--- src/rtl/mem_config.svh ---
`ifndef MEM_CONFIG_SVH
`define MEM_CONFIG_SVH

// ========================================
// installed memory geometry
// ========================================

// module number bits the bus actually decodes
`define MODULE_ADDR_WIDTH 1

// frame number bits inside one module
`define FRAME_ADDR_WIDTH 2

// word offset inside a 4K frame
`define OFFSET_WIDTH 12

// ========================================
// derived counts
// ========================================

`define NUM_MODULES (1 << `MODULE_ADDR_WIDTH)        // modules behind the controller
`define FRAMES_PER_MODULE (1 << `FRAME_ADDR_WIDTH)   // frames held by each module

`endif
--- src/rtl/mem_pkg.sv ---
package mem_pkg;

	// ========================================
	// bus operation codes
	// ========================================

	localparam logic [1:0] OP_READ   = 2'd0;   // fetch one word
	localparam logic [1:0] OP_WRITE  = 2'd1;   // store one word
	localparam logic [1:0] OP_CONFIG = 2'd2;   // data word carries a map command
	// code 3 is reserved and answered with err

	// ========================================
	// reply status
	// ========================================

	localparam logic STATUS_OK  = 1'b0;   // data or command accepted
	localparam logic STATUS_ERR = 1'b1;   // unmapped page, rejected command, bad op

	// one bus data word, seen either as plain data or as a map command
	typedef union packed {
		logic [15:0] data;             // raw word for read and write
		struct packed {
			logic [3:0] cfg_nb;        // block number of the page to map
			logic [3:0] cfg_page;      // page within that block
			logic [3:0] cfg_module;    // target memory module
			logic [3:0] cfg_frame;     // target frame inside the module
		} cmd;
	} mem_word_u;

endpackage

--- src/rtl/map_if.sv ---
`timescale 1ns/10ps

interface map_if
	import mem_pkg::*;
();

	logic [7:0] lookup_page;    // {nb, addr[15:12]} of the latched request
	logic       cfg_wr;         // one cycle strobe, write the entry named in cfg_word
	mem_word_u  cfg_word;       // map command as carried on the data lines

	logic       entry_valid;    // registered result of the lookup
	logic [3:0] entry_module;
	logic [3:0] entry_frame;
	logic       cfg_reject;     // combinational verdict on cfg_word

	modport ctrl (
		output lookup_page, cfg_wr, cfg_word,
		input  entry_valid, entry_module, entry_frame, cfg_reject
	);

	modport tbl (
		input  lookup_page, cfg_wr, cfg_word,
		output entry_valid, entry_module, entry_frame, cfg_reject
	);

endinterface

--- src/rtl/page_map.sv ---
`timescale 1ns/10ps
`include "mem_config.svh"

module page_map (
	input logic clk,
	input logic reset,
	map_if.tbl  map
);

	// field bits that may be set for an installed module or frame
	localparam logic [3:0] MODULE_MASK = 4'(`NUM_MODULES - 1);
	localparam logic [3:0] FRAME_MASK  = 4'(`FRAMES_PER_MODULE - 1);

	logic [255:0] valid_q;            // one bit per page
	logic [3:0]   module_q [256];
	logic [3:0]   frame_q  [256];

	logic [7:0] cfg_index;            // page named by the command
	logic       fixed_page;
	logic       module_bad;
	logic       frame_bad;
	logic       cfg_accept;

	// ========================================
	// command decode and validation
	// ========================================

	assign cfg_index  = {map.cfg_word.cmd.cfg_nb, map.cfg_word.cmd.cfg_page};
	assign fixed_page = cfg_index < 8'd2;                  // system pages 0 and 1 of block 0
	assign module_bad = |(map.cfg_word.cmd.cfg_module & ~MODULE_MASK);   // module not installed
	assign frame_bad  = |(map.cfg_word.cmd.cfg_frame & ~FRAME_MASK);     // frame past the end

	assign map.cfg_reject = fixed_page || module_bad || frame_bad;
	assign cfg_accept     = map.cfg_wr && !map.cfg_reject;

	// ========================================
	// table update
	// ========================================

	always_ff @(posedge clk) begin
		if (reset) begin
			valid_q <= 256'd3;                   // only the two system pages are mapped
		end else if (cfg_accept) begin
			valid_q[cfg_index] <= 1'b1;          // entries never go invalid again
		end
	end

	always_ff @(posedge clk) begin
		if (reset) begin
			module_q[0] <= 4'd0;   // page 0 -> module 0 frame 0
			frame_q[0]  <= 4'd0;
			module_q[1] <= 4'd0;   // page 1 -> module 0 frame 1
			frame_q[1]  <= 4'd1;
		end else if (cfg_accept) begin
			module_q[cfg_index] <= map.cfg_word.cmd.cfg_module;
			frame_q[cfg_index]  <= map.cfg_word.cmd.cfg_frame;
		end
	end

	// ========================================
	// registered lookup
	// ========================================

	always_ff @(posedge clk) begin
		if (reset) begin
			map.entry_valid <= 1'b0;
		end else begin
			map.entry_valid <= valid_q[map.lookup_page];   // sees the table before this edge's write
		end
	end

	always_ff @(posedge clk) begin
		map.entry_module <= module_q[map.lookup_page];
		map.entry_frame  <= frame_q[map.lookup_page];
	end

	// a valid lookup only ever names memory that is installed
	a_entry_installed: assert property (@(posedge clk) disable iff (reset)
		map.entry_valid |-> (((map.entry_module & ~MODULE_MASK) == 4'd0)
			&& ((map.entry_frame & ~FRAME_MASK) == 4'd0)));

endmodule

--- src/flat_wrapper.sv ---
// flat-port wrapper written by rule: the top's interface ports become plain ports
module page_map_flat 
  (clk, reset, map_lookup_page, map_cfg_wr, map_cfg_word, map_entry_valid, map_entry_module, map_entry_frame, map_cfg_reject);
  map_if map_i ();
  input logic clk;
  input logic reset;
  input wire logic [$bits(map_i.lookup_page)-1:0] map_lookup_page;
  input wire logic [$bits(map_i.cfg_wr)-1:0] map_cfg_wr;
  input wire logic [$bits(map_i.cfg_word)-1:0] map_cfg_word;
  output wire logic [$bits(map_i.entry_valid)-1:0] map_entry_valid;
  output wire logic [$bits(map_i.entry_module)-1:0] map_entry_module;
  output wire logic [$bits(map_i.entry_frame)-1:0] map_entry_frame;
  output wire logic [$bits(map_i.cfg_reject)-1:0] map_cfg_reject;
  assign map_i.lookup_page = map_lookup_page;
  assign map_i.cfg_wr = map_cfg_wr;
  assign map_i.cfg_word = map_cfg_word;
  assign map_entry_valid = map_i.entry_valid;
  assign map_entry_module = map_i.entry_module;
  assign map_entry_frame = map_i.entry_frame;
  assign map_cfg_reject = map_i.cfg_reject;
  page_map u_core (.clk(clk), .reset(reset), .map(map_i));
endmodule
--- config.mk ---
export PLATFORM = sky130hd
export DESIGN_NAME = page_map_flat
export DESIGN_NICKNAME = d
export VERILOG_FILES = /design/src/rtl/mem_pkg.sv /design/src/rtl/map_if.sv /design/src/rtl/page_map.sv /design/src/flat_wrapper.sv
export VERILOG_INCLUDE_DIRS = /design/src /design/src/rtl
export SDC_FILE = /design/constraint.sdc
export NUM_CORES = 2
export LEC_CHECK = 0
export ABC_CLOCK_PERIOD_IN_PS = 7850
export BUFFER_PORTS_ARGS = -buffer_cell sky130_fd_sc_hd__buf_2
export CAP_MARGIN = 20
export CELL_PAD_IN_SITES_DETAIL_PLACEMENT = 1
export CELL_PAD_IN_SITES_GLOBAL_PLACEMENT = 1
export CORE_UTILIZATION = 49
export CTS_BUF_LIST = sky130_fd_sc_hd__clkbuf_16
export CTS_CLUSTER_SIZE = 10
export DETAILED_ROUTE_END_ITERATION = 16
export PLACE_DENSITY_LB_ADDON = 0.2
export RECOVER_POWER = 100
export SYNTH_ARGS = -nofsm -noshare
export SYNTH_HDL_FRONTEND = slang
export SYNTH_SLANG_ARGS = --single-unit
--- constraint.sdc ---
create_clock -name clk -period 7.85 [get_ports clk]
set_input_delay 1.1775 -clock clk [delete_from_list [all_inputs] [get_ports clk]]
set_output_delay 1.1775 -clock clk [all_outputs]
set_load 0.01 [all_outputs]
# Word-level counts from Yosys, hierarchy flattened
# Memories as Yosys holds them, arrays and structs flattened. A register that Yosys moved wholly into a read port is not among the register bits.
# Cells that the tools add are included.
# W data, S select, Z words.
[totals]
out_inout_bits = 10
elab_cells = 33
in_bits = 27
mem_count = 2
reg_bits = 257
ramBits = 2048
[classes]
mux = 15
n_bitwise = 1
n_reduce_logical = 9
magnitude_cmp = 4
[mem_list]
columns = ["memory", "words", "width", "rd", "rd_ports_with_merged_regs", "wr", "line", "text"]
rows = [
  ["u_core.frame_q", 256, 4, 1, 1, 2, "page_map.sv:16", "logic [3:0] frame_q [256];"],
  ["u_core.module_q", 256, 4, 1, 1, 2, "page_map.sv:15", "logic [3:0] module_q [256];"],
]
[ops]
columns = ["op", "count"]
rows = [
  ["$or A256 B256 Y256", 1],
  ["$lt A8 B9 Y1 const B", 2],
  ["$mux W8", 2],
  ["$mux W1", 9],
  ["$bmux W1 S8", 1],
  ["$demux W1 S8", 1],
  ["$ge A8 B1 Y1 const B", 1],
  ["$lt A8 B2 Y1 const B", 1],
  ["$mux W4", 2],
  ["$reduce_or A4 Y1", 2],
  ["$reduce_or A3 Y1", 1],
  ["$logic_and A1 B1 Y1", 2],
  ["$logic_or A1 B1 Y1", 2],
  ["$reduce_or A2 Y1", 1],
  ["$logic_not A1 Y1", 1],
]

# Depth between registers and ports, before layout
[logic_depth]
ltp_word = 10
ltp_mapped = 12
depth_no_buf = 6

# Least setup slack after synthesis
# No wires, ideal clock.
[synth_timing]
kind = "input-to-reg"
startpoint = "input port map_cfg_word[5]"
endpoint = "memory u_core.frame_q[10][0] (enable)"
arrival_ns = 3.216
required_ns = 7.480
setup_ns = 0.370
setup_slack_ns = 4.264
n_path_buf = 1
cell_stages = 6
path_cell_list = "or4_1 a211o_1 nor4_2 nand2_1 clkbuf_1 nor2_1"
[synth_rtl]
columns = ["element", "line", "text"]
rows = [
  ["start, declared", "flat_wrapper.sv:9", "input wire logic [$bits(map_i.cfg_word)-1:0] map_cfg_word;"],
  ["end, declared", "page_map.sv:16", ""],
]

==> results.md <==
* Outcome: finished with violations
* Violated checks: max-capacitance violations, max-slew violations
* Crit Path Max Fanout at 58
* Router iterations before antenna repair at 6
* Number of global-route vias before repair at 47530
* Quantity of hold-fixing buffers added after cts at 0
* Maximum number of pins on one net before global-route repair at 199
* Number of antenna violations at the first check in global routing at 7
* Placed Area at 0.09169 mm^2
* Routability cong. at 0.8115
* Clock tree from TritonCTS: yes
* # diodes at 0
* Worst hold path class: register to register
* DRT antenna net count at 0
* Die Footprint at 0.1827 mm^2
* Net count reported at finish at 4769
* Global-route wire length before repair at 337200 um
* Vias per cell at 6.317
* Worst supply voltage drop on vdd at 0.0002607 V
* Synthesized instance count at 4621
* Max-capacitance violation count at 24
* Worst clock skew on the final layout at 49.77 ps
* Starting density of the core at 49.50%
* Resized Gates After CTS at 0
* Mean instance size in the synthesized netlist at 19.20 um^2
* Critical path launch point: map_cfg_word[7]
* Worst-case clock buffer depth at 4
* Number of ports placed on the die boundary at 37
* Setup repair after global routing missed its margin: false
* Core Area at 0.1792 mm^2
* Overall fraction of global-route tracks in use at 25.68%
* Warnings, synthesis at 0
* Arrival time worst endpoint at 6460 ps
* Root cell of the clock tree: sky130_fd_sc_hd__clkbuf_16
* Static leakage power at 30.45 nW
* Launching element type of the critical path: input pin
* Residual overflow from global routing at 0
* Synthesized area at 0.08871 mm^2
* Final slew viol count at 1845
* Hold WS at 446.4 ps
* Post CTS Setup Buffer Count at 0
* Highest achievable clock rate at 168.3 MHz
* Post-synthesis sequential element count at 2313
* Category of the critical setup timing path: input pin to register
* Leading register cell type out of synthesis: sky130_fd_sc_hd__edfxtp_1
* Final setup fails at 0
* Average wire per cell in the routed design at 32.32 um
* Via total after detailed routing at 45340
* Sinks on the clock net at 2313
* Clock edge transition at the registers on the reported setup and hold paths at 60 ps
* Final hold violation count at 0
* Core utilization of the finished layout at 55.30%
* Number of distinct library cell variants in the gate-level netlist after synthesis at 45
* Capturing element type of the critical path: register
* Worst-Skew Late Latency at 930 ps
* Iteration-0 DRC Markers at 4858
* Fraction of registers with async set/reset at 0%
* DIE WIDTH at 427.5 um
* Endpoint required time on the critical path at 8370 ps
* DRC Markers at 0
* Min-delay src: u_core.valid_q[0]
* Final sum of negative setup slack at 0 ps
* Port Buffer Count at 36
* Total power after layout at 0.02578 W
* CTS Buf Count at 284
* Ratio of final minimum period to clock period at 75.70%
* Leading cell types in the layout, fill and taps excluded: sky130_fd_sc_hd__edfxtp_1 (2048), sky130_fd_sc_hd__mux4_2 (557), sky130_fd_sc_hd__inv_1 (322), sky130_fd_sc_hd__clkbuf_16 (291), sky130_fd_sc_hd__o22ai_1 (276)
* Power Dens Cells at 260.2 mW/mm^2
* Area of all placed cells without fillers at 0.09909 mm^2
* Time the final worst path needs with I/O delays and setup at 5943 ps
* Worst slew margin relative to its limit at -188.6%
* CTS H-tree lvls at 5
* Post-detail-place hpwl at 133500 um
* Syn-to-layout area delta at 11.70%
* Most common library cell in the layout ignoring fill and taps: sky130_fd_sc_hd__edfxtp_1
* Fraction of layout cells with a size suffix above 1 at 20.88%
* Height of the die at 427.5 um
* Critical register-to-register path startpoint: u_core.module_q[204][1]
* Actual transition at the worst max-transition pin at 4329 ps
* Routed WL at 231900 um
* # rows at 155
* Sequential share of the synthesized area at 75.31%
* Number of enable-type register cells in the synthesized netlist at 2048
## where the power goes
part           internal, W  switching [W]  total [W]  leakage [nW]
combinational     0.000368       0.000780    0.00115          5.93
clock              0.00657        0.00463     0.0112          3.97
sequential          0.0134      0.0000127     0.0134          20.5
## layer usage
metal | part of all wire (%) | GRT usage (%) | vias to the layer above
met5 | 0.016 | 0 | -
met4 | 3.0 | 8.173 | 6
met3 | 6.3 | 4.495 | 356
met2 | 48 | 40.65 | 1609
met1 | 42 | 36.54 | 24440
li1 | - | - | 18930
## path summary, 6_finish.rpt
| path | end | slack (ps) | cells after the start |
|---|---|---|---|
| max | u_core.frame_q[3][2] | 1910 | 7 |
| min | u_core.valid_q[0] | 450 | 1 |
| max reg2reg | u_core.map.entry_module[1] | 4640 | 6 |
| min reg2reg | u_core.valid_q[0] | 450 | 1 |
## metrics by stage
stage | setup WS, ps | std cells
after CTS | 3234 | 7176
after global placement | 2230 | 6799
after global routing | 1642 | 7177
final | 1907 | 7177
after detailed placement | 2284 | 6810
after floorplan | 4264 | 4635
## cells in the mapped netlist (12+ instances only)
library cell | number | share of area [%]
sky130_fd_sc_hd__edfxtp_1 | 2048 | 69
sky130_fd_sc_hd__mux4_2 | 557 | 14
sky130_fd_sc_hd__o22ai_1 | 276 | 1.9
sky130_fd_sc_hd__dfxtp_1 | 265 | 6.0
sky130_fd_sc_hd__nor2_1 | 263 | 1.1
sky130_fd_sc_hd__a22oi_1 | 260 | 2.2
sky130_fd_sc_hd__inv_1 | 257 | 1.1
sky130_fd_sc_hd__clkbuf_1 | 215 | 0.91
sky130_fd_sc_hd__a21oi_1 | 140 | 0.79
sky130_fd_sc_hd__buf_2 | 46 | 0.26
sky130_fd_sc_hd__nand2_1 | 44 | 0.19
sky130_fd_sc_hd__mux2i_1 | 41 | 0.46
sky130_fd_sc_hd__buf_1 | 36 | 0.15
sky130_fd_sc_hd__nor4_1 | 34 | 0.24
sky130_fd_sc_hd__buf_6 | 23 | 0.29
sky130_fd_sc_hd__buf_4 | 14 | 0.12
sky130_fd_sc_hd__nor2b_1 | 12 | 0.085
sky130_fd_sc_hd__o221ai_1 | 12 | 0.12
## cell type report
type                       count  area, um^2
inverter                     258       968.4
clock inverter                75       325.3
sequential                  2313       66800
fill                       15610       80110
tap                         2355        2947
timing repair buffer         155        1194
clock buffer                 291        7282
multi-input combinational   1730       19570
## flip-flops by register name, summed over array words and instances (netlist names)
| signal | flops |
|---|---|
| u_core.map.entry_valid | 1 |
| u_core.map.entry_module | 4 |
| u_core.valid_q | 256 |
| u_core.map.entry_frame | 4 |
| u_core.frame_q | 1024 |
| u_core.module_q | 1024 |
## worst max-delay path, cell delays in order
cell	delay (ps)
sky130_fd_sc_hd__clkbuf_1	1060
sky130_fd_sc_hd__or4_1	980
sky130_fd_sc_hd__a211o_1	300
sky130_fd_sc_hd__nor4_1	750
sky130_fd_sc_hd__nand2_1	420
sky130_fd_sc_hd__clkbuf_1	590
sky130_fd_sc_hd__nor2_1	1030
## logic make-up (layout without fill, tap and decap cells)
family / Yosys count / count (layout) / synth area share, %
flops: 2313 / 2313 / 75.31
mux: 598 / 598 / 14.60
compound gates: 717 / 717 / 5.310
other cells: 2 / 16 / 0.008466
simple gates: 399 / 399 / 1.948
buf+inv: 592 / 779 / 2.824
No activity file was read; power rests on OpenSTA's default activity.
