===== src/rtl/mem_config.svh =====
`ifndef MEM_CONFIG_SVH
`define MEM_CONFIG_SVH

// ========================================
// installed memory geometry
// ========================================

// module number bits the bus actually decodes
`define MODULE_ADDR_WIDTH 1

// frame number bits inside one module
`define FRAME_ADDR_WIDTH 2

// word offset inside a 4K frame
`define OFFSET_WIDTH 12

// ========================================
// derived counts
// ========================================

`define NUM_MODULES (1 << `MODULE_ADDR_WIDTH)        // modules behind the controller
`define FRAMES_PER_MODULE (1 << `FRAME_ADDR_WIDTH)   // frames held by each module

`endif

===== src/rtl/mem_pkg.sv =====
package mem_pkg;

	// ========================================
	// bus operation codes
	// ========================================

	localparam logic [1:0] OP_READ   = 2'd0;   // fetch one word
	localparam logic [1:0] OP_WRITE  = 2'd1;   // store one word
	localparam logic [1:0] OP_CONFIG = 2'd2;   // data word carries a map command
	// code 3 is reserved and answered with err

	// ========================================
	// reply status
	// ========================================

	localparam logic STATUS_OK  = 1'b0;   // data or command accepted
	localparam logic STATUS_ERR = 1'b1;   // unmapped page, rejected command, bad op

	// one bus data word, seen either as plain data or as a map command
	typedef union packed {
		logic [15:0] data;             // raw word for read and write
		struct packed {
			logic [3:0] cfg_nb;        // block number of the page to map
			logic [3:0] cfg_page;      // page within that block
			logic [3:0] cfg_module;    // target memory module
			logic [3:0] cfg_frame;     // target frame inside the module
		} cmd;
	} mem_word_u;

endpackage


===== src/rtl/bank_if.sv =====
`timescale 1ns/10ps
`include "mem_config.svh"

interface bank_if;

	logic                     en;       // only the selected module sees this high
	logic                     we;       // store instead of fetch
	logic [3:0]               frame;    // frame field as it comes from the map
	logic [`OFFSET_WIDTH-1:0] offset;   // word within the frame
	logic [15:0]              wdata;
	logic [15:0]              rdata;    // valid the cycle after en

	modport ctrl (
		output en, we, frame, offset, wdata,
		input  rdata
	);

	modport ram (
		input  en, we, frame, offset, wdata,
		output rdata
	);

endinterface


===== src/rtl/map_if.sv =====
`timescale 1ns/10ps

interface map_if
	import mem_pkg::*;
();

	logic [7:0] lookup_page;    // {nb, addr[15:12]} of the latched request
	logic       cfg_wr;         // one cycle strobe, write the entry named in cfg_word
	mem_word_u  cfg_word;       // map command as carried on the data lines

	logic       entry_valid;    // registered result of the lookup
	logic [3:0] entry_module;
	logic [3:0] entry_frame;
	logic       cfg_reject;     // combinational verdict on cfg_word

	modport ctrl (
		output lookup_page, cfg_wr, cfg_word,
		input  entry_valid, entry_module, entry_frame, cfg_reject
	);

	modport tbl (
		input  lookup_page, cfg_wr, cfg_word,
		output entry_valid, entry_module, entry_frame, cfg_reject
	);

endinterface


===== src/rtl/mem_bus.sv =====
`timescale 1ns/10ps
`include "mem_config.svh"

module mem_bus
	import mem_pkg::*;
(
	input  logic        clk,
	input  logic        reset,
	input  logic        req,
	input  logic [1:0]  op,
	input  logic [3:0]  nb,
	input  logic [15:0] addr,
	input  logic [15:0] wdata,
	output logic        ack,
	output logic        err,
	output logic [15:0] rdata,
	map_if.ctrl         map,
	bank_if.ctrl        bank0,
	bank_if.ctrl        bank1
);

	localparam logic [2:0] S_IDLE   = 3'd0;   // waiting for req
	localparam logic [2:0] S_LOOKUP = 3'd1;   // page index goes to the map
	localparam logic [2:0] S_ACCESS = 3'd2;   // map write or module access
	localparam logic [2:0] S_REPLY  = 3'd3;   // module data comes back
	localparam logic [2:0] S_HOLD   = 3'd4;   // ack high until req drops

	logic [2:0]  state;
	logic        ack_q;
	logic        status_q;
	logic [1:0]  op_q;
	logic [3:0]  nb_q;
	logic [15:0] addr_q;
	mem_word_u   wdata_q;
	logic [15:0] rdata_q;

	logic [`MODULE_ADDR_WIDTH-1:0] bank_sel;   // module named by the map entry
	logic [`MODULE_ADDR_WIDTH-1:0] sel_q;      // same, kept for the reply cycle
	logic        is_mem_op;
	logic        mem_go;
	logic [15:0] bank_rdata;

	assign bank_sel  = map.entry_module[`MODULE_ADDR_WIDTH-1:0];
	assign is_mem_op = (op_q == OP_READ) || (op_q == OP_WRITE);
	assign mem_go    = (state == S_ACCESS) && is_mem_op && map.entry_valid;

	// ========================================
	// map and module steering
	// ========================================

	assign map.lookup_page = {nb_q, addr_q[15:`OFFSET_WIDTH]};
	assign map.cfg_wr      = (state == S_ACCESS) && (op_q == OP_CONFIG);
	assign map.cfg_word    = wdata_q;

	assign bank0.en     = mem_go && (bank_sel == 0);
	assign bank0.we     = op_q == OP_WRITE;
	assign bank0.frame  = map.entry_frame;
	assign bank0.offset = addr_q[`OFFSET_WIDTH-1:0];
	assign bank0.wdata  = wdata_q.data;

	assign bank1.en     = mem_go && (bank_sel == 1);
	assign bank1.we     = op_q == OP_WRITE;
	assign bank1.frame  = map.entry_frame;
	assign bank1.offset = addr_q[`OFFSET_WIDTH-1:0];
	assign bank1.wdata  = wdata_q.data;

	assign bank_rdata = (sel_q == 0) ? bank0.rdata : bank1.rdata;   // merge the two replies

	// ========================================
	// handshake sequencer
	// ========================================

	always_ff @(posedge clk) begin
		if (reset) begin
			state    <= S_IDLE;
			ack_q    <= 1'b0;
			status_q <= STATUS_OK;
		end else begin
			case (state)
				S_IDLE: begin
					if (req) begin
						state <= S_LOOKUP;
					end
				end
				S_LOOKUP: begin
					state <= S_ACCESS;               // entry registers at this edge
				end
				S_ACCESS: begin
					state <= S_REPLY;
					if (op_q == OP_CONFIG) begin
						status_q <= map.cfg_reject ? STATUS_ERR : STATUS_OK;
					end else if (is_mem_op) begin
						status_q <= map.entry_valid ? STATUS_OK : STATUS_ERR;   // unmapped page
					end else begin
						status_q <= STATUS_ERR;      // reserved op code
					end
				end
				S_REPLY: begin
					state <= S_HOLD;
					ack_q <= 1'b1;
				end
				S_HOLD: begin
					if (!req) begin
						state <= S_IDLE;
						ack_q <= 1'b0;
					end
				end
				default: state <= S_IDLE;
			endcase
		end
	end

	// request fields and reply word
	always_ff @(posedge clk) begin
		if ((state == S_IDLE) && req) begin
			op_q    <= op;
			nb_q    <= nb;
			addr_q  <= addr;
			wdata_q <= wdata;
		end
		if (state == S_ACCESS) begin
			sel_q <= bank_sel;
		end
		if (state == S_REPLY) begin
			rdata_q <= ((op_q == OP_READ) && (status_q == STATUS_OK)) ? bank_rdata : 16'd0;
		end
	end

	assign ack   = ack_q;
	assign err   = ack_q && (status_q == STATUS_ERR);
	assign rdata = rdata_q;

	// ack is only raised while the requester still holds req
	a_ack_after_req: assert property (@(posedge clk) disable iff (reset)
		$rose(ack_q) |-> $past(req));

	// reply stays put while the requester keeps req high
	a_reply_holds: assert property (@(posedge clk) disable iff (reset)
		(ack_q && req) |=> $stable({ack_q, status_q, rdata_q}));

endmodule


===== src/flat_wrapper.sv =====
// flat-port wrapper written by rule: the top's interface ports become plain ports
module mem_bus_flat import mem_pkg::*;
  (clk, reset, req, op, nb, addr, wdata, ack, err, rdata, map_lookup_page, map_cfg_wr, map_cfg_word, map_entry_valid, map_entry_module, map_entry_frame, map_cfg_reject, bank0_en, bank0_we, bank0_frame, bank0_offset, bank0_wdata, bank0_rdata, bank1_en, bank1_we, bank1_frame, bank1_offset, bank1_wdata, bank1_rdata);
  map_if map_i ();
  bank_if bank0_i ();
  bank_if bank1_i ();
  input  logic clk;
  input  logic reset;
  input  logic req;
  input  logic [1:0] op;
  input  logic [3:0] nb;
  input  logic [15:0] addr;
  input  logic [15:0] wdata;
  output logic ack;
  output logic err;
  output logic [15:0] rdata;
  output wire logic [$bits(map_i.lookup_page)-1:0] map_lookup_page;
  output wire logic [$bits(map_i.cfg_wr)-1:0] map_cfg_wr;
  output wire logic [$bits(map_i.cfg_word)-1:0] map_cfg_word;
  input wire logic [$bits(map_i.entry_valid)-1:0] map_entry_valid;
  input wire logic [$bits(map_i.entry_module)-1:0] map_entry_module;
  input wire logic [$bits(map_i.entry_frame)-1:0] map_entry_frame;
  input wire logic [$bits(map_i.cfg_reject)-1:0] map_cfg_reject;
  output wire logic [$bits(bank0_i.en)-1:0] bank0_en;
  output wire logic [$bits(bank0_i.we)-1:0] bank0_we;
  output wire logic [$bits(bank0_i.frame)-1:0] bank0_frame;
  output wire logic [$bits(bank0_i.offset)-1:0] bank0_offset;
  output wire logic [$bits(bank0_i.wdata)-1:0] bank0_wdata;
  input wire logic [$bits(bank0_i.rdata)-1:0] bank0_rdata;
  output wire logic [$bits(bank1_i.en)-1:0] bank1_en;
  output wire logic [$bits(bank1_i.we)-1:0] bank1_we;
  output wire logic [$bits(bank1_i.frame)-1:0] bank1_frame;
  output wire logic [$bits(bank1_i.offset)-1:0] bank1_offset;
  output wire logic [$bits(bank1_i.wdata)-1:0] bank1_wdata;
  input wire logic [$bits(bank1_i.rdata)-1:0] bank1_rdata;
  assign map_lookup_page = map_i.lookup_page;
  assign map_cfg_wr = map_i.cfg_wr;
  assign map_cfg_word = map_i.cfg_word;
  assign map_i.entry_valid = map_entry_valid;
  assign map_i.entry_module = map_entry_module;
  assign map_i.entry_frame = map_entry_frame;
  assign map_i.cfg_reject = map_cfg_reject;
  assign bank0_en = bank0_i.en;
  assign bank0_we = bank0_i.we;
  assign bank0_frame = bank0_i.frame;
  assign bank0_offset = bank0_i.offset;
  assign bank0_wdata = bank0_i.wdata;
  assign bank0_i.rdata = bank0_rdata;
  assign bank1_en = bank1_i.en;
  assign bank1_we = bank1_i.we;
  assign bank1_frame = bank1_i.frame;
  assign bank1_offset = bank1_i.offset;
  assign bank1_wdata = bank1_i.wdata;
  assign bank1_i.rdata = bank1_rdata;
  mem_bus u_core (.clk(clk), .reset(reset), .req(req), .op(op), .nb(nb), .addr(addr), .wdata(wdata), .ack(ack), .err(err), .rdata(rdata), .map(map_i), .bank0(bank0_i), .bank1(bank1_i));
endmodule

===== config.mk =====
export PLATFORM = sky130hd
export DESIGN_NAME = mem_bus_flat
export DESIGN_NICKNAME = d
export VERILOG_FILES = /design/src/rtl/mem_pkg.sv /design/src/rtl/bank_if.sv /design/src/rtl/map_if.sv /design/src/rtl/mem_bus.sv /design/src/flat_wrapper.sv
export VERILOG_INCLUDE_DIRS = /design/src /design/src/rtl
export SDC_FILE = /design/constraint.sdc
export NUM_CORES = 1
export LEC_CHECK = 0
export BUFFER_PORTS_ARGS = -buffer_cell sky130_fd_sc_hd__buf_2
export CORE_ASPECT_RATIO = 0.8
export CORE_UTILIZATION = 43
export DETAILED_ROUTE_END_ITERATION = 8
export PLACE_DENSITY = 0.85
export SLEW_MARGIN = 20
export SYNTH_ARGS = -nofsm -noshare
export SYNTH_HDL_FRONTEND = slang
export SYNTH_SLANG_ARGS = --single-unit

===== constraint.sdc =====
create_clock -name clk -period 9.7 [get_ports clk]
set_clock_uncertainty 0.1 [all_clocks]
set_input_delay 1.455 -clock clk [delete_from_list [all_inputs] [get_ports clk]]
set_output_delay 1.455 -clock clk [all_outputs]
set_load 0.05 [all_outputs]

# Word-level counts from Yosys, hierarchy flattened
# Cells that the tools add are included.
dict set report totals {
  register_bits 60
  latch_bits 0
  ramBits 0
  romBits 0
  input_bits 83
  output_inout_bits 111
  word_cells 43
  memories 0
}
dict set report op_classes {
  n_addsub 0
  mul 0
  div 0
  magnitude_cmp 0
  n_eq_ne 8
  n_shift 0
  n_mux 10
  bitwise 2
  n_reduce_logical 14
}
# operator count
set ops {}
lappend ops {{$mux 16} 1}
lappend ops {{$pmux 3 s5} 1}
lappend ops {{$logic_and 1x1->1} 8}
lappend ops {{$eq 3x2->1 const B} 2}
lappend ops {{$mux 3} 2}
lappend ops {{$mux 1} 5}
lappend ops {{$ne 2x2->1 const B} 2}
lappend ops {{$reduce_and 2->1} 2}
lappend ops {{$eq 3x1->1 const B} 1}
lappend ops {{$eq 3x3->1 const B} 1}
lappend ops {{$logic_not 3->1} 1}
lappend ops {{$eq 2x1->1 const B} 1}
lappend ops {{$eq 2x2->1 const B} 1}
lappend ops {{$logic_not 2->1} 1}
lappend ops {{$not 1->1} 2}
lappend ops {{$pmux 1 s2} 1}
lappend ops {{$reduce_bool 2->1} 1}
lappend ops {{$logic_or 1x1->1} 1}

# Longest topological paths before layout
# Gate-level depths: netlist of run 1.
dict set report logic_depth {
  depth_word 5
  ltp_mapped 4
  ltp_nobuf 2
}

# Worst setup path before layout of run 1
# No wires, ideal clock.
dict set report synth_path {
  kind {input-to-reg}
  start {in req}
  end {reg u_core.addr_q[0] (enable)}
  setup_time_ns 0.542
  t_arrival_ns 5.362
  required_ns 9.058
  slack_ns 3.696
  cell_stages 1
  n_path_buf 0
  path_cell_list {nor4b_1}
}
dict set report synth_via {
  elab_chain_cells 1
}
# element line
set synth_rtl {}
lappend synth_rtl {{start, declared} flat_wrapper.sv:9} ;# input logic req;
lappend synth_rtl {{$logic_and 1x1->1} mem_bus.sv:115} ;# if ((state == S_IDLE) && req) begin
lappend synth_rtl {{end signal, assigned} mem_bus.sv:118} ;# addr_q <= addr;
lappend synth_rtl {{end, declared} mem_bus.sv:33} ;# logic [15:0] addr_q;
# Every way passes these cells.
# A chain may end at the register's enable or synchronous reset.

# Worst setup path after layout of run 1
dict set report layout_path {
  start {in map_entry_valid}
  end {out bank0_en}
}
dict set report layout_via {
  elab_chain_cells 2
}
# element line
set layout_rtl {}
lappend layout_rtl {{start, declared} flat_wrapper.sv:20} ;# input wire logic [$bits(map_i.entry_valid)-1:0] map_entry_valid;
lappend layout_rtl {{$logic_and 1x1->1} mem_bus.sv:45} ;# assign mem_go = (state == S_ACCESS) && is_mem_op && map.entry_valid;
lappend layout_rtl {{$logic_and 1x1->1} mem_bus.sv:55} ;# assign bank0.en = mem_go && (bank_sel == 0);
lappend layout_rtl {{end, declared} flat_wrapper.sv:24} ;# output wire logic [$bits(bank0_i.en)-1:0] bank0_en;
# Every way passes these cells.

==> results of run 1 <==
==> metal layers <==
layer,global-route usage [%],up-vias
met1,16.7,806
met2,28.9,88
met5,0,-
met3,6.45,5
li1,-,830
met4,6.09,0
==> cell type report <==
| cell class | count | area [µm²] | area share, % |
|---|---|---|---|
| well taps | 78 | 97.6 | 2.92 |
| flip-flops and latches | 60 | 1750 | 52.4 |
| clock inverters | 5 | 55.1 | 1.65 |
| repair buffers | 180 | 906 | 27.1 |
| clock buffers | 9 | 124 | 3.71 |
| inverters | 1 | 3.75 | 0.112 |
| multi-input cells | 55 | 404 | 12.1 |
==> cells in the final DEF (no fill, tap or decap) <==
cell type     n
buf_2       178
edfxtp_1     55
nor2_1       17
mux2i_1      16
clkbuf_8      9
dfxtp_1       5
nor2b_1       2
and3b_1       2
a21oi_1       2
clkinvlp_4    2
clkinv_2      2
buf_4         2
nand3b_1      1
inv_1         1
nor3b_2       1
and3_1        1
nor4b_2       1
and2_1        1
or3_1         1
xnor2_1       1
nor3_1        1
nor4_1        1
nor3b_1       1
or4b_1        1
nand2b_1      1
o32ai_2       1
nand4bb_1     1
o31ai_1       1
a211oi_1      1
bufinv_16     1
==> stage by stage <==
stage | power, W | util [%] | hold slack, ps | instances
after floorplan | 0.000491 | - | 383 | 175
after global placement | 0.000505 | 56.3 | 393 | 374
after detailed placement | 0.000507 | 56.3 | 409 | 374
after CTS | 0.000714 | 59.5 | 417 | 388
after global routing | 0.000732 | 59.5 | 441 | 388
final | 0.000706 | 59.5 | 416 | 388
==> power groups by stage <==
stage	clock network (W)	logic, W	registers, W
after floorplan	0	0.000116	0.000375
after global placement	0	0.000182	0.000323
after detailed placement	0	0.000184	0.000324
after CTS	0.000212	0.000184	0.000318
after global routing	0.000219	0.000191	0.000322
final	0.000205	0.000182	0.000318
==> critical path, delay by kind of cell <==
family,cells,cell delay [ps]
buffers and inverters,2,330
AND/OR/NAND/NOR,2,440
==> worst max path at each step <==
stage	start	endpoint
after floorplan	req	u_core.addr_q[0]$_DFFE_PP_
final	map_entry_valid	bank0_en
after CTS	map_entry_valid	bank0_en
after global placement	map_entry_valid	bank1_en
after global routing	map_entry_valid	bank0_en
after detailed placement	map_entry_valid	bank0_en
==> logic make-up (layout without fill, tap and decap cells) <==
logic type      count (synthesis)  count (layout)
compound gates                  5               5
flops                          60              60
mux                            16              16
xor+xnor                        1               1
buf+inv                        60             195
simple gates                   33              33
==> sequential cells by signal, summed over array words and instances (netlist names) <==
signal and flops:
u_core.addr_q 16, u_core.bank0.wdata 16, u_core.rdata 16, u_core.nb_q 4, u_core.state 3, u_core.op_q 2, u_core.ack 1, u_core.sel_q 1
u_core.status_q 1
==> results.md, run 1 <==
- Wire per inst: around 13 µm
- Int Power: 0.000462 W
- Worst vdd ir: roughly 0.000093 V
- Cts hold-fix bufs: 0
- Share of cells above drive strength 1: between 60 and 70%
- Synth cell types: 28
- Initial DRT Pass Iterations: 4
- Combinational power share: between 20% and 30%
- Max-slew headroom: between 40% and 50%
- GRT overflow: 0
- Total CTS buffers: 9
- Sw Ratio: between 30% and 40%
- Hold WC Path Type: reg2reg
- Flop2flop setup slack: about 8000 ps
- Syn_nets: ~260
- Htree depth: 3
- Final Hold Vio Count: 0
- DIE WIDTH: slightly below 90 µm
- Fmax: 265 MHz
- Post-synth EDFFs: 55
- Crit path top cell by count: buf_2
- Yosys top cell area share: between 60 and 70%
- Die Y: slightly above 70 µm
- Final setup violation count: 0
- #FFs+latches synth: 60
- Clock transition at the registers of the reported paths: roughly 60 ps
- Total number of vias: between 1500 and 2000
- Crit-path max cell delay: between 200 and 300 ps
- # nets final: about 400
- Warnings from Yosys: 0
- Critical Path End Type: output port
- CTS max path bufs: 2
- Synth Area in Compound Gates: 1.60%
- Root buf cell: clkbuf_8
- Number of global-route vias before repair: between 1500 and 2000
- Initial Util: between 40% and 50%
- Ys flop type: edfxtp_1
- Max-cap check violation count: 0
- Leading post-synthesis cells by cell area: edfxtp_1 (64%), buf_4 (15%), mux2i_1 (6.2%), dfxtp_1 (3.9%), nor2_1 (2.5%)
- RR Endpoint: u_core.rdata[11]$_SDFFCE_PN0P_
- Final instance area: ~3300 µm²
- Gr usage total: between 10% and 20%
- Vias per std cell: 4.46
- Post-Route WL: around 5.2 mm
- R2R depth: 2
- Slowest cell on the critical path: buf_2
- TritonCTS clock tree: yes
- Psw: 0.000244 W
- CTS Sinks: 60
- # Post-CTS Setup Buffers: 0
- Placed wire-length estimate: 4.02 mm
- Final setup TNS: 0 ps
- DP Area: between 3000 and 4000 µm²
- Unrepaired setup endpoints after global routing: false
- DR WL met2: around 2.9 mm
- IO buf count: ~180
- XOR/XNOR share of the synthesized area: 0.339%
- Clk_lat worst skew: ~320 ps
- Sequential power share: 45.1%
- WHS Path Cells: 2
- CP Class: in2out
- Highest Signal Layer: met4
- Worst-path cell chain: buf_2 > nor2b_1 > and3b_1 > buf_2
- Std-Cell Rows: 24
- Die ar.: 6330 µm²
- Worst hold endpoint: u_core.status_q$_SDFFE_PP0N_
- Hold Path Origin: u_core.status_q$_SDFFE_PP0N_
- Power density cells: around 210 nW/µm²
- Met3 wire length: between 400 and 500 µm
- Largest family of logic cells by synthesized area: buffers and inverters
- First-pass GRT wire length: 7.38 mm
- CP max FO: 3
- Syn Inst Count: between 150 and 200
- Top post-synthesis cells by count: edfxtp_1 (55), buf_4 (53), nor2_1 (17), mux2i_1 (16), dfxtp_1 (5)
- Initial DRC Count: 28
- Max Slew Vio Count: 0
- Worst r2r src: u_core.sel_q$_DFFE_PN_
- Met1 wire length: 1.92 mm
- Crit share post-route: around two fifths
- Arr. time, crit path: between 2000 and 2500 ps
- Simple logic cell fraction of the synthesized area: roughly 7.3%
- Synth async-reset ratio: 0%
- Area of the core: about 5600 µm²
- Final WS setup: 5920 ps
- Tmin final: between 3000 and 4000 ps
- Status: complete, no violations
- WP data required: around 8200 ps
- Pin count of the biggest net entering global routing: 22
- Syn avg cell area: 14.8 µm²
- RePlAce Congestion: about 0.7
- Number of diodes: 0
- Post-synth top area cell: edfxtp_1
- Leak pwr: around 1.6 nW
- Filler cell count: between 400 and 500
- DRC errors left: 0
- Clock group share of total power: approximately 29%
- Mux cell area share after synthesis: under 10%
- Least-Margin Pin Slew: approximately 900 ps
- Placement Setup Slack: 5920 ps
- Count leader, synth: edfxtp_1
- Initial antenna violation count: 0
- Post-CTS sizing: 0
- CP startpoint kind: input pin
- Adder-cell share of the synthesized area: 0%
- Area Growth Syn to Fin: 29.2%
- Sequential area share after synthesis: between 60% and 70%
- I/O Pins: 194
- Antenna Nets Post-Route: 0
- Synthesized cell area: roughly 2600 µm²
Note: power is estimated with default switching activity, not from simulation.
==> run 2, diff against run 1 <==
Settings changed: ABC_AREA from default to 1, CORE_UTILIZATION 43 to 36, PLACE_DENSITY 0.85 to 0.76.
Clock period 9.7 ns to 3.06 ns, I/O delays scaled along.
==> run 2 against run 1 <==
Sequential share of layout area decreased by 0.35 points. Die area increased by 19%. Cell count increased by 11%. Wire length increased by 6.6%. Sequential power increased to 3.1 times the previous value. Cell area increased by 0.67%. Worst setup slack got worse by 4900 ps. Clock power increased to 3.6 times the previous value. Core utilization decreased by 11 points.
==> results.md, run 2 <==
- Int Power: 0.00152 W (+230%)
- Sequential power share: 43.9% (-1.2 points)
- Status: complete, no violations
- Placement Setup Slack: 1300 ps (-4630 ps)
- Yosys top cell area share: 64.0% (+0.19 points)
- Most common cell after layout, fill and taps aside: buf_2
- CTS max path bufs: 2 (unchanged)
- Sw Ratio: 32.5% (-2.1 points)
- Initial Util: 37.4% (-8.6 points)
- Leak pwr: 1.60 nW (+2.3%)
- Crit-path max cell delay: 460 ps (+200 ps)
- Syn avg cell area: 12.5 µm² (-15%)
- Synthesized cell area: 2580 µm² (-0.29%)
- R2R depth: 4 (+2)
- Number of diodes: 0 (unchanged)
- Syn_nets: 289 (+12%)
- Vias per std cell: 4.32 (-3.1%)
- GRT overflow: 0 (unchanged)
- Final setup TNS: 0 ps (unchanged)
- Unrepaired setup endpoints after global routing: false
- Multi-input logic area: 348 µm² (-14%)
- First-pass GRT wire length: 8.38 mm (+14%)
- Share of cells above drive strength 1: 58.4% (-5.1 points)
- Total CTS buffers: 9 (unchanged)
- CP Buf/Inv Count: 1 (-1)
- Worst path top cell family by delay: flip-flops
- Hold WC Path Type: in2reg
- Slowest cell on the critical path: edfxtp_1
- TritonCTS clock tree: yes
- Area of the core: 6890 µm² (+23%)
- Worst vdd ir: 0.000314 V (+240%)
- DRC errors left: 0 (unchanged)
- DP Area: 3160 µm² (-0.16%)
- Combinational power share: 22.9% (-2.9 points)
- Crit share post-route: roughly two thirds
- Post-Route WL: 5.56 mm (+6.6%)
- Final setup violation count: 0 (unchanged)
- Pin count of the biggest net entering global routing: 39 (+77%)
- Die Y: 77.7 µm (+8.9%)
- RePlAce Congestion: 0.805 (+15%)
- Cts hold-fix bufs: 0 (unchanged)
- CP Class: reg2out
- Final WS setup: 1020 ps (-4900 ps)
- # nets final: 422 (+8.2%)
- Antenna Nets Post-Route: 0 (unchanged)
- Total power: 0.00225 W (+220%)
- CTS Sinks: 60 (unchanged)
- Max-cap check violation count: 0 (unchanged)
- Synth cell types: 15 (-46%)
- Initial antenna violation count: 0 (unchanged)
- Total number of vias: 1861 (+7.6%)
- I/O Pins: 194 (unchanged)
- Power density cells: 669 nW/µm² (+220%)
- Warnings from Yosys: 0 (unchanged)
- # Post-CTS Setup Buffers: 0 (unchanged)
- Die ar.: 7510 µm² (+19%)
- Max Slew Vio Count: 0 (unchanged)
- Filler cell count: 637 (+32%)
- Tmin final: slightly above 2000 ps
- Max-slew headroom: 57.3% (+17 points)
- Arr. time, crit path: 1480 ps (-740 ps)
- Top post-synthesis cells by count: edfxtp_1 (55), buf_4 (54), nand2_1 (38), a21oi_1 (16), inv_1 (12)
- DIE WIDTH: 96.6 µm (+8.9%)
- Final instance area: 3360 µm² (+0.67%)
- IO buf count: 178 (unchanged)
- Psw: 0.000730 W (+200%)
- Seq. cell area: 1750 µm² (unchanged)
- Area Growth Syn to Fin: 30.5%
- CP startpoint kind: register
- Count leader, synth: edfxtp_1
- WP data required: 2500 ps (-5650 ps)
- Number of global-route vias before repair: 1831 (+19%)
- Syn Inst Count: 206 (+18%)
- Std-Cell Rows: 27 (+13%)
- Post-CTS sizing: 0 (unchanged)
- WP depth: 4 (unchanged)
- Critical Path End Type: output port
- Post-synth top area cell: edfxtp_1
- Post-synth EDFFs: 55 (unchanged)
- Most frequent cells in the layout: buf_2 (178), edfxtp_1 (55), nand2_1 (38)
- Crit path top cell by count: nor2_1
- CP max FO: 4 (+1)
- Gr usage total: 14.5% (-1.5 points)
- Root buf cell: clkbuf_8
- Synth async-reset ratio: 0% (unchanged)
- Leading post-synthesis cells by cell area: edfxtp_1 (64%), buf_4 (16%), nand2_1 (5.5%), dfxtp_1 (3.9%), a21oi_1 (3.1%)
- Initial DRC Count: 57 (+100%)
- Least-Margin Pin Slew: 639 ps (-257 ps)
- Layout Utilization: 48.8% (-11 points)
- Ys flop type: edfxtp_1
- #FFs+latches synth: 60 (unchanged)
- Placed wire-length estimate: 4.15 mm (+3.3%)
- Clock transition at the registers of the reported paths: 60 ps (about the same)
- Final Hold Vio Count: 0 (unchanged)
- Clk_lat worst skew: 330 ps (about the same)
- Worst-path cell chain: nor2_1 > nand3_1 > nor2_1 > buf_2
- Sequential area share after synthesis: 67.9% (+0.20 points)
- Clock group share of total power: 33.2% (+4.1 points)
- Initial DRT Pass Iterations: 4 (unchanged)
- WHS Path Cells: 1 (-1)
- Fmax: 491 MHz
- Wire per inst: 12.9 µm (-4.0%)
- Htree depth: 3 (unchanged)
## run 2: changes by cell type in the layout (fill, tap and decap cells not counted), sizes merged, moves of 4 or more
cell	change
nand2	+40
a21oi	+16
mux2i	-16
inv	+12
nor2	-7
nand3	+4
## run 2: layout make-up
type                    instances  area share (%)
clock buffers                  10            3.79
clock inverters                 6            2.34
inverters                      13            1.52
multi-input cells              76            10.3
flip-flops and latches         60            52.1
well taps                      87            3.24
repair buffers                179            26.7
## run 2: per-layer routing
layer  global-route usage (%)  part of all wire [%]  vias up
met5                        0                     0        -
met4                     8.06                   1.7        0
met3                     4.77                   6.8        9
met2                     25.6                    52       89
met1                     15.4                    39      860
li1                         -                     -      903
## run 2: path summary, 6_finish.rpt
kind | startpoint | slack [ps] | endpoint
setup / recovery | u_core.op_q[1]$_DFFE_PP_ | 1020 | bank1_en
hold / removal | addr[0] | 210 | u_core.addr_q[0]$_DFFE_PP_
setup reg to reg | u_core.state[1]$_SDFFE_PP0P_ | 1360 | u_core.rdata[5]$_SDFFCE_PN0P_
hold reg to reg | u_core.ack$_SDFFE_PP0P_ | 410 | u_core.ack$_SDFFE_PP0P_
## run 2: logic make-up after synthesis
logic type	after synthesis	share of synthesized area [%]
AO/OA/AOI/OAI	18	3.78
AND/OR/NAND/NOR	58	9.27
buffers and inverters	70	19.0
flip-flops	60	67.9
## run 2: power groups by stage
stage | clock network (W) | logic (W) | registers, W
after detailed placement | 0 | 0.000519 | 0.00101
after floorplan | 0 | 0.000320 | 0.00115
after global routing | 0.000803 | 0.000538 | 0.000995
after CTS | 0.000771 | 0.000520 | 0.000989
after global placement | 0 | 0.000512 | 0.00100
final | 0.000746 | 0.000515 | 0.000988
## run 2: through the flow
stage | hold slack (ps) | std cells
4_1_cts | 183 | 431
2_1_floorplan | 383 | 206
3_3_place_gp | 387 | 415
3_5_place_dp | 391 | 415
5_1_grt | 172 | 431
6_report | 205 | 431
==> run 3, diff against run 2 <==
Settings changed: ABC_AREA 1 to 0, CORE_UTILIZATION 36 to 40, PLACE_DENSITY 0.76 to 0.8.
Clock period 3.06 ns to 1.96 ns, I/O delays scaled along.
==> run 3 against run 2 <==
Critical path depth decreased by 1. Sequential power grew 58%. Register-to-register slack worse by 860 ps. Largest cell class unchanged. Combinational power up 82%.
==> results.md, run 3 (synthesized netlist as in run 1, its figures left out) <==
- Status: complete, no violations
- Area Growth Syn to Fin: 32.2%
- Max Slew Vio Count: 0 (unchanged)
- RR Endpoint: u_core.bank0.wdata[15]$_DFFE_PP_
- Most frequent cells in the layout: buf_2 (175), edfxtp_1 (55), nor2_1 (17)
- Arr. time, crit path: 1420 ps (-60 ps)
- WHS Path Cells: 1 (unchanged)
- Antenna Nets Post-Route: 0 (unchanged)
- Worst r2r src: u_core.state[1]$_SDFFE_PP0P_
- Initial DRC Count: 27 (-53%)
- DIE WIDTH: 91.9 µm (-4.9%)
- Final Hold Vio Count: 0 (unchanged)
- Number of diodes: 0 (unchanged)
- Vias per std cell: 4.36 (+1.1%)
- Area of the core: 6070 µm² (-12%)
- Leak pwr: 1.59 nW (-0.46%)
- DRC errors left: 0 (unchanged)
- Power density cells: 1040 nW/µm² (+55%)
- R2R depth: 3 (-1)
- Wire per inst: 13.0 µm (+0.89%)
- Tmin final: 1820 ps
- CP startpoint kind: register
- Pin count of the biggest net entering global routing: 39 (unchanged)
- WP data required: 1570 ps (-930 ps)
- Worst vdd ir: 0.000678 V (+120%)
- Htree depth: 3 (unchanged)
- Unrepaired setup endpoints after global routing: false
- Hold WC Path Type: in2reg
- Crit share post-route: just over 90%
- Slowest cell on the critical path: edfxtp_1
- Most common cell after layout, fill and taps aside: buf_2
- Crit-path max cell delay: 420 ps (-40 ps)
- GRT overflow: 0 (unchanged)
- Share of cells above drive strength 1: 64.4% (+6.0 points)
- Worst path top cell family by delay: simple AND/OR/NAND/NOR gates
- Max-slew headroom: 67.0% (+9.7 points)
- Fmax: 550 MHz
- Total number of vias: 1728 (-7.1%)
- # nets final: 393 (-6.9%)
- TritonCTS clock tree: yes
- Number of global-route vias before repair: 1640 (-10%)
- Met2 Use GR: 28.2% (+2.6 points)
- Initial DRT Pass Iterations: 4 (unchanged)
- Flop2flop setup slack: 500 ps (-860 ps)
- Std-Cell Rows: 25 (-7.4%)
- Placement Setup Slack: 315 ps (-982 ps)
- First-pass GRT wire length: 7.58 mm (-9.5%)
- Die ar.: 6790 µm² (-9.5%)
- Hold Path Origin: addr[6]
- IO buf count: 178 (unchanged)
- Final setup TNS: 0 ps (unchanged)
- Met1 Use GR: 14.7% (-0.75 points)
- Worst hold endpoint: u_core.addr_q[6]$_DFFE_PP_
- Layout Utilization: 56.3% (+7.5 points)
- RePlAce Congestion: 0.695 (-14%)
- Initial Util: 42.6% (+5.2 points)
- Critical Path End Type: output port
- Initial antenna violation count: 0 (unchanged)
- Met3 GRT Util: 6.83% (+2.1 points)
- CP Class: reg2out
- Worst-path cell chain: nor2b_1 > and3b_1 > clkbuf_4
- Root buf cell: clkbuf_8
- CP max FO: 5 (+1)
- Placed wire-length estimate: 4.08 mm (-1.7%)
- CTS max path bufs: 2 (unchanged)
- Clk_lat worst skew: 330 ps (about the same)
- CTS Sinks: 60 (unchanged)
- Final WS setup: 142 ps (-880 ps)
- Gr usage total: 15.1% (+0.62 points)
- Least-Margin Pin Slew: 495 ps (-145 ps)
- Post-Route WL: 5.15 mm (-7.3%)
- Final setup violation count: 0 (unchanged)
- Layout Cells excl Fill: 396 (-8.1%)
- Total CTS buffers: 9 (unchanged)
- Most used routing layer: met2
- I/O Pins: 194 (unchanged)
- Placed insts: 379 (-8.7%)
- CP Buf/Inv Count: 1 (unchanged)
- Max-cap check violation count: 0 (unchanged)
- Die Y: 73.9 µm (-4.9%)
- Clock transition at the registers of the reported paths: 70 ps (about the same)
run 3: changes by cell type in the layout (fill, tap and decap cells not counted), moves of 4 or more:
cell	previous run	this run
nand3_1	4	0
nand2_1	38	0
nor2_1	8	17
a21oi_1	16	2
inv_1	12	1
mux2i_1	0	16
run 3: per-layer routing:
layer | up-vias | part of all wire (%)
met5 | - | 0
met4 | 0 | 1.3
met3 | 10 | 8.9
met2 | 94 | 56
met1 | 787 | 34
li1 | 837 | -
run 3: timing repair:
item,in CTS,in global routing
hold buffers,0,0
gates resized for setup,1,5
buffers inserted,0,1
endpoints found under the hold margin,0,0
pin swaps,0,1
endpoints found under the setup margin,3,3
run 3: final cells by class:
class / instances / area [µm²]
inverter: 1 / 3.75
clock inverter: 7 / 67.6
sequential: 60 / 1750
tap: 81 / 101
fill: 528 / 2650
timing repair buffer: 183 / 948
multi-input combinational: 55 / 419
clock buffer: 9 / 124
run 3: worst max-delay path by stage:
stage	start	endpoint	slack, ps	depth (start not counted)
6_report	u_core.op_q[1]$_DFFE_PP_	bank0_en	140	3
5_1_grt	u_core.op_q[1]$_DFFE_PP_	bank0_en	20	3
4_1_cts	u_core.state[2]$_SDFFE_PP0P_	map_cfg_wr	0.4	3
3_5_place_dp	u_core.state[0]$_SDFFE_PP0P_	map_cfg_wr	320	3
3_3_place_gp	u_core.state[0]$_SDFFE_PP0P_	map_cfg_wr	340	3
2_1_floorplan	u_core.state[1]$_SDFFE_PP0P_	u_core.addr_q[0]$_DFFE_PP_	-310	2
run 3: per-stage QoR:
stage                     total power (W)  instance area (µm²)  hold slack, ps
after detailed placement          0.00253                 3200             372
after global placement            0.00251                 3200             370
final                             0.00355                 3420            35.2
after global routing              0.00369                 3420            9.60
after floorplan                   0.00243                 2610             263
after CTS                         0.00360                 3400            10.1
run 3: report_power, final:
part	leakage [nW]	switching, W	total [W]	internal (W)
logic	0.935	0.000718	0.000939	0.000221
registers	0.560	0.0000465	0.00156	0.00151
clock network	0.0926	0.000471	0.00105	0.000579
